`src/source/cp0Pkg.sv`:
```
// Shared CP0 types; every CP0 module imports this package with a wildcard import
`default_nettype none

package cp0Pkg;

    // Implemented register numbers
    typedef enum logic [4:0] {
        addrBadVAddr = 5'd8,
        addrCount    = 5'd9,
        addrCompare  = 5'd11,
        addrStatus   = 5'd12,
        addrCause    = 5'd13,
        addrEpc      = 5'd14,
        addrPrId     = 5'd15
    } cp0Addr_e;

    // Exception classes reported by the pipeline
    typedef enum logic [3:0] {
        excNone,
        excInterrupt,
        excAddrErrFetch,
        excAddrErrLoad,
        excAddrErrStore,
        excSyscall,
        excBreak,
        excReservedInstr,
        excCpUnusable,
        excOverflow,
        excTrap,
        excEret,
        excRefetch
    } excType_e;

    typedef enum logic [4:0] {
        codeInt  = 5'd0,
        codeAdEL = 5'd4,
        codeAdES = 5'd5,
        codeSys  = 5'd8,
        codeBp   = 5'd9,
        codeRI   = 5'd10,
        codeCpU  = 5'd11,
        codeOv   = 5'd12,
        codeTr   = 5'd13
    } excCode_e;

    typedef struct packed {
        logic        en;
        cp0Addr_e    addr;
        logic [31:0] data;
    } cp0WrReq_t;

    typedef struct packed {
        excType_e    excType;
        logic [31:0] pc;
        logic        inDelaySlot;
        logic [31:0] aluOut;    // Faulting data address
    } excInfo_t;

    typedef struct packed {
        logic [8:0] zero31To23;
        logic       bev;
        logic [5:0] zero21To16;
        logic [7:0] im;
        logic [5:0] zero7To2;
        logic       exl;
        logic       ie;
    } statusFields_t;

    typedef struct packed {
        logic        bd;
        logic        ti;
        logic [1:0]  ce;
        logic [11:0] zero27To16;
        logic [7:0]  ip;
        logic        zero7;
        logic [4:0]  excCode;
        logic [1:0]  zero1To0;
    } causeFields_t;

    // MTC0 data seen as either register layout
    typedef union packed {
        logic [31:0]   raw;
        statusFields_t status;
        causeFields_t  cause;
    } cp0WrWord_u;

    typedef struct packed {
        logic       ie;
        logic       exl;
        logic       bev;
        logic [7:0] im;
        logic [7:0] ip;
    } intrView_t;

    typedef struct packed {
        logic        exl;
        logic        bd;
        logic        ce;    // Only CE0 is ever set
        excCode_e    excCode;
        logic [31:0] epc;
        logic [31:0] badVAddr;
    } excState_t;

endpackage

`default_nettype wire

```
`src/source/cp0Timer.sv`:
```
// Count/Compare timer with sticky timer interrupt, instantiated by the CP0 top level
`default_nettype none

module cp0Timer import cp0Pkg::*; #(
    parameter int countDivLog2 = 1
) (
    input  logic        clk,
    input  logic        rstN,
    input  cp0WrReq_t   wrReq,
    output logic [31:0] count,
    output logic [31:0] compare,
    output logic        timerIrq
);

    localparam int phaseW = (countDivLog2 > 0) ? countDivLog2 : 1;
    localparam logic [phaseW-1:0] phaseLast = phaseW'((1 << countDivLog2) - 1);

    logic [phaseW-1:0] phase;
    logic              countWr;
    logic              compareWr;
    logic              match;

    assign countWr   = wrReq.en && (wrReq.addr == addrCount);
    assign compareWr = wrReq.en && (wrReq.addr == addrCompare);
    assign match     = (count == compare);

    // Writing Count restarts the prescaler
    always_ff @(posedge clk or negedge rstN) begin
        if (!rstN) begin
            phase <= '0;
            count <= '0;
        end else if (countWr) begin
            phase <= '0;
            count <= wrReq.data;
        end else if (phase == phaseLast) begin
            phase <= '0;
            count <= count + 32'd1;
        end else begin
            phase <= phase + 1'b1;
        end
    end

    always_ff @(posedge clk or negedge rstN) begin
        if (!rstN) begin
            compare  <= '1;
            timerIrq <= 1'b0;
        end else if (compareWr) begin
            compare  <= wrReq.data;
            timerIrq <= 1'b0;    // Acknowledge
        end else if (match) begin
            timerIrq <= 1'b1;
        end
    end

endmodule

`default_nettype wire

```
`src/source/cp0StatusRegs.sv`:
```
// Status control bits and Cause pending bits, feeding the core's interrupt detector
`default_nettype none

module cp0StatusRegs import cp0Pkg::*; (
    input  logic       clk,
    input  logic       rstN,
    input  cp0WrReq_t  wrReq,
    input  logic [5:0] hwInt,
    input  logic       timerIrq,
    input  logic       exl,
    output intrView_t  intrView
);

    cp0WrWord_u wrWord;
    logic       statusWr;
    logic       causeWr;

    logic       bev;
    logic [7:0] im;
    logic       ie;
    logic [1:0] ipSw;
    logic [5:0] ipHw;

    assign wrWord.raw = wrReq.data;
    assign statusWr   = wrReq.en && (wrReq.addr == addrStatus);
    assign causeWr    = wrReq.en && (wrReq.addr == addrCause);

    // EXL is handled by the exception unit
    always_ff @(posedge clk or negedge rstN) begin
        if (!rstN) begin
            bev <= 1'b1;
            im  <= '0;
            ie  <= 1'b0;
        end else if (statusWr) begin
            bev <= wrWord.status.bev;
            im  <= wrWord.status.im;
            ie  <= wrWord.status.ie;
        end
    end

    // Software interrupts IP1..0
    always_ff @(posedge clk or negedge rstN) begin
        if (!rstN) begin
            ipSw <= '0;
        end else if (causeWr) begin
            ipSw <= wrWord.cause.ip[1:0];
        end
    end

    // Timer shares line 7 with the top hardware input
    always_ff @(posedge clk or negedge rstN) begin
        if (!rstN) begin
            ipHw <= '0;
        end else begin
            ipHw <= hwInt | {timerIrq, 5'b0};
        end
    end

    assign intrView.ie  = ie;
    assign intrView.exl = exl;
    assign intrView.bev = bev;
    assign intrView.im  = im;
    assign intrView.ip  = {ipHw, ipSw};

endmodule

`default_nettype wire

```
`src/source/cp0ExcUnit.sv`:
```
// Exception recording for EPC, EXL, BD, ExcCode, CE and BadVAddr, driven from the MEM stage
`default_nettype none

module cp0ExcUnit import cp0Pkg::*; (
    input  logic      clk,
    input  logic      rstN,
    input  cp0WrReq_t wrReq,
    input  excInfo_t  exc,
    output excState_t state
);

    cp0WrWord_u wrWord;
    logic       statusWr;
    logic       epcWr;
    logic       excTaken;
    logic       isEret;
    logic       enterExc;
    logic       codeValid;
    excCode_e   code;

    assign wrWord.raw = wrReq.data;
    assign statusWr   = wrReq.en && (wrReq.addr == addrStatus);
    assign epcWr      = wrReq.en && (wrReq.addr == addrEpc);

    assign excTaken = (exc.excType != excNone) && (exc.excType != excRefetch);
    assign isEret   = (exc.excType == excEret);
    // Nested exceptions keep the first EPC and BD
    assign enterExc = excTaken && !isEret && !state.exl;

    always_comb begin
        codeValid = 1'b1;
        code      = codeInt;
        case (exc.excType)
            excInterrupt:     code = codeInt;
            excAddrErrFetch:  code = codeAdEL;
            excAddrErrLoad:   code = codeAdEL;
            excAddrErrStore:  code = codeAdES;
            excSyscall:       code = codeSys;
            excBreak:         code = codeBp;
            excReservedInstr: code = codeRI;
            excCpUnusable:    code = codeCpU;
            excOverflow:      code = codeOv;
            excTrap:          code = codeTr;
            default:          codeValid = 1'b0;    // none, eret, refetch
        endcase
    end

    always_ff @(posedge clk or negedge rstN) begin
        if (!rstN) begin
            state.exl <= 1'b0;
        end else if (excTaken) begin
            state.exl <= !isEret;
        end else if (statusWr) begin
            state.exl <= wrWord.status.exl;
        end
    end

    // Delay slot restarts at the branch
    always_ff @(posedge clk or negedge rstN) begin
        if (!rstN) begin
            state.epc <= '0;
            state.bd  <= 1'b0;
        end else if (excTaken) begin
            if (enterExc) begin
                state.epc <= exc.inDelaySlot ? exc.pc - 32'd4 : exc.pc;
                state.bd  <= exc.inDelaySlot;
            end
        end else if (epcWr) begin
            state.epc <= wrReq.data;
        end
    end

    always_ff @(posedge clk or negedge rstN) begin
        if (!rstN) begin
            state.excCode <= codeInt;
            state.ce      <= 1'b0;
        end else begin
            if (codeValid) state.excCode <= code;
            if (exc.excType == excCpUnusable) state.ce <= 1'b1;    // Only CP1 use traps
        end
    end

    always_ff @(posedge clk or negedge rstN) begin
        if (!rstN) begin
            state.badVAddr <= '0;
        end else if (exc.excType == excAddrErrFetch) begin
            state.badVAddr <= exc.pc;
        end else if (exc.excType == excAddrErrLoad || exc.excType == excAddrErrStore) begin
            state.badVAddr <= exc.aluOut;
        end
    end

endmodule

`default_nettype wire

```
`src/source/cp0ReadPort.sv`:
```
// MFC0 read multiplexer; assembles architectural register words from the CP0 blocks
`default_nettype none

module cp0ReadPort import cp0Pkg::*; #(
    parameter logic [31:0] prIdValue = 32'h00004220
) (
    input  cp0Addr_e    rdAddr,
    input  logic [31:0] count,
    input  logic [31:0] compare,
    input  logic        timerIrq,
    input  intrView_t   intrView,
    input  excState_t   excState,
    output logic [31:0] rdData
);

    statusFields_t statusWord;
    causeFields_t  causeWord;

    // Unused fields read as zero
    always_comb begin
        statusWord     = '0;
        statusWord.bev = intrView.bev;
        statusWord.im  = intrView.im;
        statusWord.exl = intrView.exl;
        statusWord.ie  = intrView.ie;
    end

    always_comb begin
        causeWord         = '0;
        causeWord.bd      = excState.bd;
        causeWord.ti      = timerIrq;
        causeWord.ce      = {1'b0, excState.ce};
        causeWord.ip      = intrView.ip;
        causeWord.excCode = excState.excCode;
    end

    always_comb begin
        case (rdAddr)
            addrBadVAddr: rdData = excState.badVAddr;
            addrCount:    rdData = count;
            addrCompare:  rdData = compare;
            addrStatus:   rdData = statusWord;
            addrCause:    rdData = causeWord;
            addrEpc:      rdData = excState.epc;
            addrPrId:     rdData = prIdValue;
            default:      rdData = '0;    // Unimplemented register
        endcase
    end

endmodule

`default_nettype wire

```
`src/source/cp0Top.sv`:
```
// CP0 register file top level; connect to the MEM stage writes, exceptions and MFC0 read
`default_nettype none

module cp0Top import cp0Pkg::*; #(
    parameter logic [31:0] prIdValue    = 32'h00004220,
    parameter int          countDivLog2 = 1
) (
    input  logic        clk,
    input  logic        rstN,
    input  cp0WrReq_t   wrReq,
    input  excInfo_t    exc,
    input  logic [5:0]  hwInt,
    input  cp0Addr_e    rdAddr,
    output logic [31:0] rdData,
    output intrView_t   intrView,
    output logic [31:0] epc
);

    logic [31:0] count;
    logic [31:0] compare;
    logic        timerIrq;
    excState_t   excState;

    cp0Timer #(
        .countDivLog2(countDivLog2)
    ) u_cp0Timer (
        .clk     (clk),
        .rstN    (rstN),
        .wrReq   (wrReq),
        .count   (count),
        .compare (compare),
        .timerIrq(timerIrq)
    );

    cp0StatusRegs u_cp0StatusRegs (
        .clk     (clk),
        .rstN    (rstN),
        .wrReq   (wrReq),
        .hwInt   (hwInt),
        .timerIrq(timerIrq),
        .exl     (excState.exl),    // EXL lives in the exception unit
        .intrView(intrView)
    );

    cp0ExcUnit u_cp0ExcUnit (
        .clk  (clk),
        .rstN (rstN),
        .wrReq(wrReq),
        .exc  (exc),
        .state(excState)
    );

    cp0ReadPort #(
        .prIdValue(prIdValue)
    ) u_cp0ReadPort (
        .rdAddr  (rdAddr),
        .count   (count),
        .compare (compare),
        .timerIrq(timerIrq),
        .intrView(intrView),
        .excState(excState),
        .rdData  (rdData)
    );

    assign epc = excState.epc;

endmodule

`default_nettype wire

```
`config.mk`:
```
export PLATFORM = sky130hd
export DESIGN_NAME = cp0Top
export DESIGN_NICKNAME = d
export VERILOG_FILES = /design/src/source/cp0Pkg.sv /design/src/source/cp0Timer.sv /design/src/source/cp0StatusRegs.sv /design/src/source/cp0ExcUnit.sv /design/src/source/cp0ReadPort.sv /design/src/source/cp0Top.sv
export SDC_FILE = /design/constraint.sdc
export NUM_CORES = 1
export LEC_CHECK = 0
export ABC_AREA = 1
export BUFFER_PORTS_ARGS = -buffer_cell sky130_fd_sc_hd__buf_2
export CAP_MARGIN = 40
export CELL_PAD_IN_SITES_DETAIL_PLACEMENT = 0
export CELL_PAD_IN_SITES_GLOBAL_PLACEMENT = 2
export CORE_MARGIN = 2
export CORE_UTILIZATION = 31
export DETAILED_ROUTE_END_ITERATION = 8
export PLACE_DENSITY_LB_ADDON = 0.2
export SYNTH_ARGS = -nofsm -noshare
export SYNTH_HDL_FRONTEND = slang
export SYNTH_SLANG_ARGS = --single-unit
```
`constraint.sdc`:
```
create_clock -name clk -period 1.66 [get_ports clk]
set_input_delay 0.249 -clock clk [delete_from_list [all_inputs] [get_ports clk]]
set_output_delay 0.249 -clock clk [all_outputs]
set_load 0.05 [all_outputs]
```
### Word-level counts from Yosys, hierarchy flattened

Cells that the tools add are included.

| word-level totals | value |
|---|---|
| bits in latches | 0 |
| memories | 0 |
| input bits | 120 |
| output and inout bits | 83 |
| word-level logic and storage cells | 83 |
| RAM bits | 0 |
| ROM bits | 0 |
| register bits after elaboration | 156 |

| cells by class | value |
|---|---|
| equal/unequal tests | 26 |
| multiplexer cells | 17 |
| bitwise logic cells | 1 |
| add/sub/neg operators | 3 |
| reductions and logical operators | 21 |
| magnitude comparators | 0 |
| divide/modulo/power cells | 0 |
| multipliers | 0 |
| shift-type cells | 0 |

Operators by type and width:

| operator | count |
|---|---|
| two-way mux 32 bit | 8 |
| one-hot mux 32 bit (7 select lines) | 1 |
| == test 5 x 4 -> 1 bit, second input constant | 12 |
| adder 32 x 1 -> 32 bit, second input constant | 1 |
| == test 32 bit | 1 |
| one-hot mux 4 bit (8 select lines) | 1 |
| subtractor 32 x 3 -> 32 bit, second input constant | 1 |
| == test 4 x 3 -> 1 bit, second input constant | 4 |
| == test 4 bit, second input constant | 4 |
| nonzero test 2 bit | 5 |
| OR reduction 10 bit | 1 |
| == test 4 x 2 -> 1 bit, second input constant | 2 |
| logical AND 1 bit | 8 |
| two-way mux 1 bit | 7 |
| OR 6 bit | 1 |
| == test 4 x 1 -> 1 bit, second input constant | 1 |
| inequality test 4 bit, second input constant | 1 |
| AND reduction 2 bit | 2 |
| nonzero test 4 bit | 1 |
| logical NOT 1 bit | 2 |
| inequality test 2 bit, second input constant | 1 |
| OR reduction 2 bit | 1 |
| adder 1 bit, second input constant | 1 |
| logical OR 1 bit | 1 |

### Logic depth before layout (Yosys ltp)

| logic depth | value |
|---|---|
| depth in word-level cells | 6 |
| depth in mapped cells | 13 |
| depth with buffers taken out | 13 |

### By module

A second synthesis with hierarchy kept.

| second synthesis, totals | value |
|---|---|
| cells, all modules | 1562 |
| area total of the unflattened synthesis | 10548.9 µm² |

By module, submodules not included:

| module | cells an instance | instances | area an instance (µm²) | seq. area each (µm²) |
|---|---|---|---|---|
| cp0ExcUnit | 615 | 1 | 4259.1 | 1776.7 |
| cp0Timer | 559 | 1 | 4092.7 | 1691.6 |
| cp0ReadPort | 316 | 1 | 1466.4 | 0.0 |
| cp0StatusRegs | 72 | 1 | 730.7 | 451.7 |

### Least setup slack after synthesis

No wires, ideal clock.

| path | value |
|---|---|
| path type | in2out |
| start | input rdAddr[4] |
| end | output rdData[19] |
| arrival | 1.835 ns |
| data required time | 1.411 ns |
| cell stages on the path | 5 |
| path buffers | 0 |
| slack | -0.424 ns |
| path through | inv_1 > nand3_1 > nor2_1 > nand2_1 > o21ai_0 |

| between the ends | value |
|---|---|
| cells in the longest elaborated chain, start to end | 2 |
| elaborated cells between the ends (all ways) | 8 |
| classes of those cells | eq/ne (7); mux (1) |

RTL lines:

| element | line | RTL |
|---|---|---|
| from (decl) | cp0Top.sv:13 | `input cp0Addr_e rdAddr,` |
| == test 5 x 4 -> 1 bit | cp0ReadPort.sv:38 | `case (rdAddr)` |
| one-hot mux 32 bit (7 select lines) * | cp0ReadPort.sv:38 |  |
| to (decl) | cp0Top.sv:14 | `output logic [31:0] rdData,` |

Every way passes the cells marked *; elsewhere a longest branch is shown, timed or not.

### Worst setup path in the final report

| path | value |
|---|---|
| start | register u_cp0Timer.compare[28] |
| end | output rdData[28] |

| between the ends | value |
|---|---|
| cells in the longest elaborated chain, start to end | 1 |

RTL lines:

| element | line | RTL |
|---|---|---|
| from (decl) | cp0Timer.sv:11 | `output logic [31:0] compare,` |
| from (signal assigned) | cp0Timer.sv:48 | `compare <= wrReq.data;` |
| one-hot mux 32 bit (7 select lines) | cp0ReadPort.sv:38 |  |

No other way between the ends.

==> results.rst <==
.. list-table::
   :header-rows: 1

   * - Metric
     - Value
   * - Outcome
     - finished with violations
   * - Violations in the final reports
     - setup timing
   * - # placed instances
     - about 2.1k
   * - TritonCTS buffer count
     - 17
   * - Final non-filler cell area
     - ~15,000 um2
   * - Num rows
     - 66
   * - Register area share after synthesis
     - between 30% and 40%
   * - Share of cells above drive strength 1
     - 42.0%
   * - Die outline height
     - roughly 180 um
   * - Time the worst path needs with I/O delays and setup
     - about 1.9 ns
   * - Number of sinks on the clock net
     - roughly 160
   * - Highest cell delay on the worst timing path
     - 0.55 ns
   * - H-tree levels
     - 4
   * - Tot GR Track Use
     - between 20% and 30%
   * - Initial standard-cell utilization of the core
     - between 30% and 40%
   * - Slew Limit Headroom
     - 67.7%
   * - Area of the die
     - ~34,000 um2
   * - Endpoints failing setup
     - 34
   * - Cell area after synthesis
     - about 10,000 um2
   * - Hpwl dp
     - roughly 35,000 um
   * - Min setup slack post-route
     - -0.228 ns
   * - Top-Level Pins
     - 203
   * - Clock-pin slew of the registers on the worst-case setup and hold paths
     - ~0.070 ns
   * - Buffer cell driving the clock tree root
     - clkbuf_16
   * - Maximum number of pins on one net before global-route repair
     - between 60 and 70
   * - Crit path launch type
     - register
   * - Antenna violations before repair
     - 2
   * - TritonCTS clock tree
     - built
   * - Final period utilization
     - 114%
   * - Routed length on met2
     - just over 20,000 um
   * - Clock tree buffer depth
     - 2
   * - Uppermost metal layer occupied by signal nets
     - met4
   * - Data arrival time at the worst-slack endpoint
     - 1.64 ns
   * - Most frequent cells in the layout
     - nand2_1 (410), buf_4 (203), buf_2 (164), inv_1 (122), dfrtp_1 (116)
   * - CP Class
     - register to primary output
   * - Total of buffers placed on input and output ports
     - around 200
   * - Per-cell routed wire length
     - around 20 um
   * - Count of cell types in the netlist
     - between 40 and 50
   * - Residual antenna-violating net count after detailed routing
     - 0
   * - Largest fanout on the critical path
     - 2
   * - CP Capture Type
     - primary output
   * - Vias in the first global route
     - about 11k
   * - DRC violation count after routing
     - 0
   * - Minimum hold slack
     - approximately 0.076 ns
   * - Static leakage
     - 0.00747 uW
   * - Post-route non-filler standard cell count
     - ~2.3k
   * - Total Nets Final
     - roughly 1.9k
   * - Average via count per standard cell
     - between 4 and 5
   * - Horizontal die dimension
     - roughly 180 um
   * - Worst-Margin Slew
     - about 0.48 ns
   * - Number of warnings reported in the yosys synthesis log
     - 0
   * - Number of register bits inferred by synthesis
     - between 150 and 200
   * - Final hold violation count
     - 0
   * - Worst voltage drop across the vdd grid
     - just over 0.8 mV
   * - Final Max Slew Viols
     - 0
   * - Placer Congestion
     - approximately 1
   * - Cell taking the most area after synthesis
     - dfrtp_1
   * - Final core area utilization
     - between 40% and 50%
   * - Hold crit path type
     - input port to register
   * - Slowest cell on the critical path
     - dfstp_2
   * - GRT Residual Overflow
     - 0
   * - Sum Neg Setup Slack
     - -2.72 ns
   * - Number of design-rule violations left by the first detailed-router iteration
     - 894
   * - Critical path cell sequence
     - inv_2 -> o22ai_2 -> a21oi_1 -> o211ai_1 -> buf_4
   * - Global-route wire length before repair
     - between 60,000 and 70,000 um
   * - Vias post-DR
     - roughly 11k
   * - Number of nets in the synthesized netlist
     - roughly 1.5k
   * - Syn-to-layout area delta
     - 52.5%
   * - Placement Cell Area
     - around 13,000 um2
   * - Most frequent standard cell in the layout excluding fill and tap cells
     - nand2_1
   * - Iteration count of the initial detailed-routing pass
     - 5
   * - Data required, critical path
     - about 1.4 ns
   * - Max Clk Rate
     - between 500 and 600 MHz
   * - DR WL met3
     - 2260 um
   * - Final wirelength
     - roughly 45,000 um
   * - Setup repair after global routing missed its margin
     - true
   * - Area fraction of the dominant cell type after synthesis
     - a little under a third
   * - Insertion delay to the later sink of the worst-skew pair
     - ~0.44 ns
   * - Total power per unit cell area
     - between 1000 and 1500 nW/um2
   * - Worst clock skew on the final layout
     - 0.00903 ns
   * - Number of cells produced by synthesis
     - 1,420
   * - # Max-Cap Violations
     - 0
   * - Top cells by area in the synthesized netlist
     - dfrtp_1 (30%), nand2_1 (17%), dfstp_2 (8.6%), inv_1 (6.3%), o21ai_0 (4.3%)
   * - # fillers
     - ~3.3k
   * - Post-Synthesis Mean Instance Area
     - approximately 7.1 um2
   * - Placeable core region
     - approximately 32,000 um2
   * - WL met1
     - roughly 21,000 um
## metrics by stage
step | setup slack [ns] | total power, uW
2_1_floorplan | -0.195 | 9460
3_3_place_gp | -0.417 | 11700
3_5_place_dp | -0.373 | 11800
4_1_cts | -0.247 | 17200
5_1_grt | -0.295 | 18600
6_report | -0.228 | 17700
## power breakdown
group          total (uW)  switching (uW)  leakage [uW]  internal [uW]
Sequential           5820             988       0.00185           4830
Combinational        7850            4620       0.00533           3220
Clock                4050            1720      0.000289           2330
Total               17700            7330       0.00747          10400
## per-layer routing
| metal | vias up | global-route usage [%] |
|---|---|---|
| met4 | 0 | 10.2 |
| li1 | 5431 | - |
| met5 | - | 0 |
| met2 | 343 | 42.2 |
| met1 | 5423 | 38.0 |
| met3 | 78 | 3.99 |
## Yosys cell counts
master     number
nand3_1        56
clkbuf_2        1
o2111ai_1       7
a221oi_1        1
dfrtp_1       122
or2_2           1
nor2_2          8
a211oi_1        1
nor3_2          4
xor2_1         23
clkbuf_1       24
nor2_4          6
o21ai_2         7
o211ai_2        1
a22oi_1         7
nand3_2         2
nor2_1        106
nand2_1       452
buf_8           1
a21oi_1        51
o21ai_1         5
buf_4          37
inv_1         170
a31oi_1         1
buf_6           6
o211ai_1       17
ha_1            2
inv_2           7
nand2_2         6
buf_2          22
o221ai_1       40
and3_1          1
buf_1           1
nor3_4          3
nor3_1         12
nand4_1        30
dfstp_2        33
nand3b_1        1
o21ai_0        87
xnor2_1        20
o22ai_1        31
o21bai_1        5
nand2_4         2
## worst max-delay path: cells and delay by family, from the launching register on
| family | cells | cell delay, ns |
|---|---|---|
| DFF | 1 | 0.55 |
| buffers and inverters | 2 | 0.32 |
| AOI/OAI and AO/OA | 3 | 0.34 |
## path summary, 6_finish.rpt
check	startpoint	endpoint	slack [ns]	depth (start not counted)
setup / recovery	u_cp0Timer.compare[28]$_DFFE_PN1P_	rdData[28]	-0.23	5
hold / removal	exc[33]	u_cp0ExcUnit.state[32]$_DFFE_PN0P_	0.08	3
setup reg to reg	u_cp0Timer.count[2]$_DFFE_PN0N_	u_cp0Timer.count[28]$_DFFE_PN0N_	-0.08	13
hold reg to reg	u_cp0ExcUnit.state[69]$_DFFE_PN0P_	u_cp0ExcUnit.state[69]$_DFFE_PN0P_	0.49	2
max in group asynchronous	rstN	u_cp0Timer.compare[19]$_DFFE_PN1P_	0.78	3
min in group asynchronous	rstN	u_cp0StatusRegs.im[3]$_DFFE_PN0P_	0.26	2
## final cells by class
type,instances,area (um2),share of cell area [%]
multi-input combinational,996,5830,37.8
clock buffer,21,470,3.05
antenna,1,2.50,0.0162
inverter,177,727,4.71
clock inverter,11,118,0.762
tap,442,553,3.58
sequential,155,3930,25.5
timing repair buffer,472,3800,24.6
## repair_timing
item / CTS / global route
hold buffers: 7 / 0
endpoints found under the hold margin: 31 / 0
pin swaps: 50 / 67
setup buffers: 65 / 30
gates resized for setup: 279 / 112
endpoints found under the setup margin: 36 / 56
gates cloned: 3 / 0
## logic make-up after synthesis
family,share of synthesized area [%]
DFF,38.7
buffers and inverters,12.2
AOI/OAI and AO/OA,16.2
xor gates and xnor gates,3.72
and+or+nand+nor,28.9
adders and majority gates,0.247
## sequential cells by signal, summed over array words and instances (netlist names)
signal and cells:
u_cp0StatusRegs.ipHw 6, u_cp0ExcUnit.state 71, u_cp0Timer.phase 1, u_cp0StatusRegs.im 8, u_cp0StatusRegs.ipSw 2, u_cp0Timer.count 32, u_cp0Timer.timerIrq 1, u_cp0StatusRegs.bev 1
u_cp0Timer.compare 32, u_cp0StatusRegs.ie 1
Note: power is estimated with default switching activity, not from simulation.
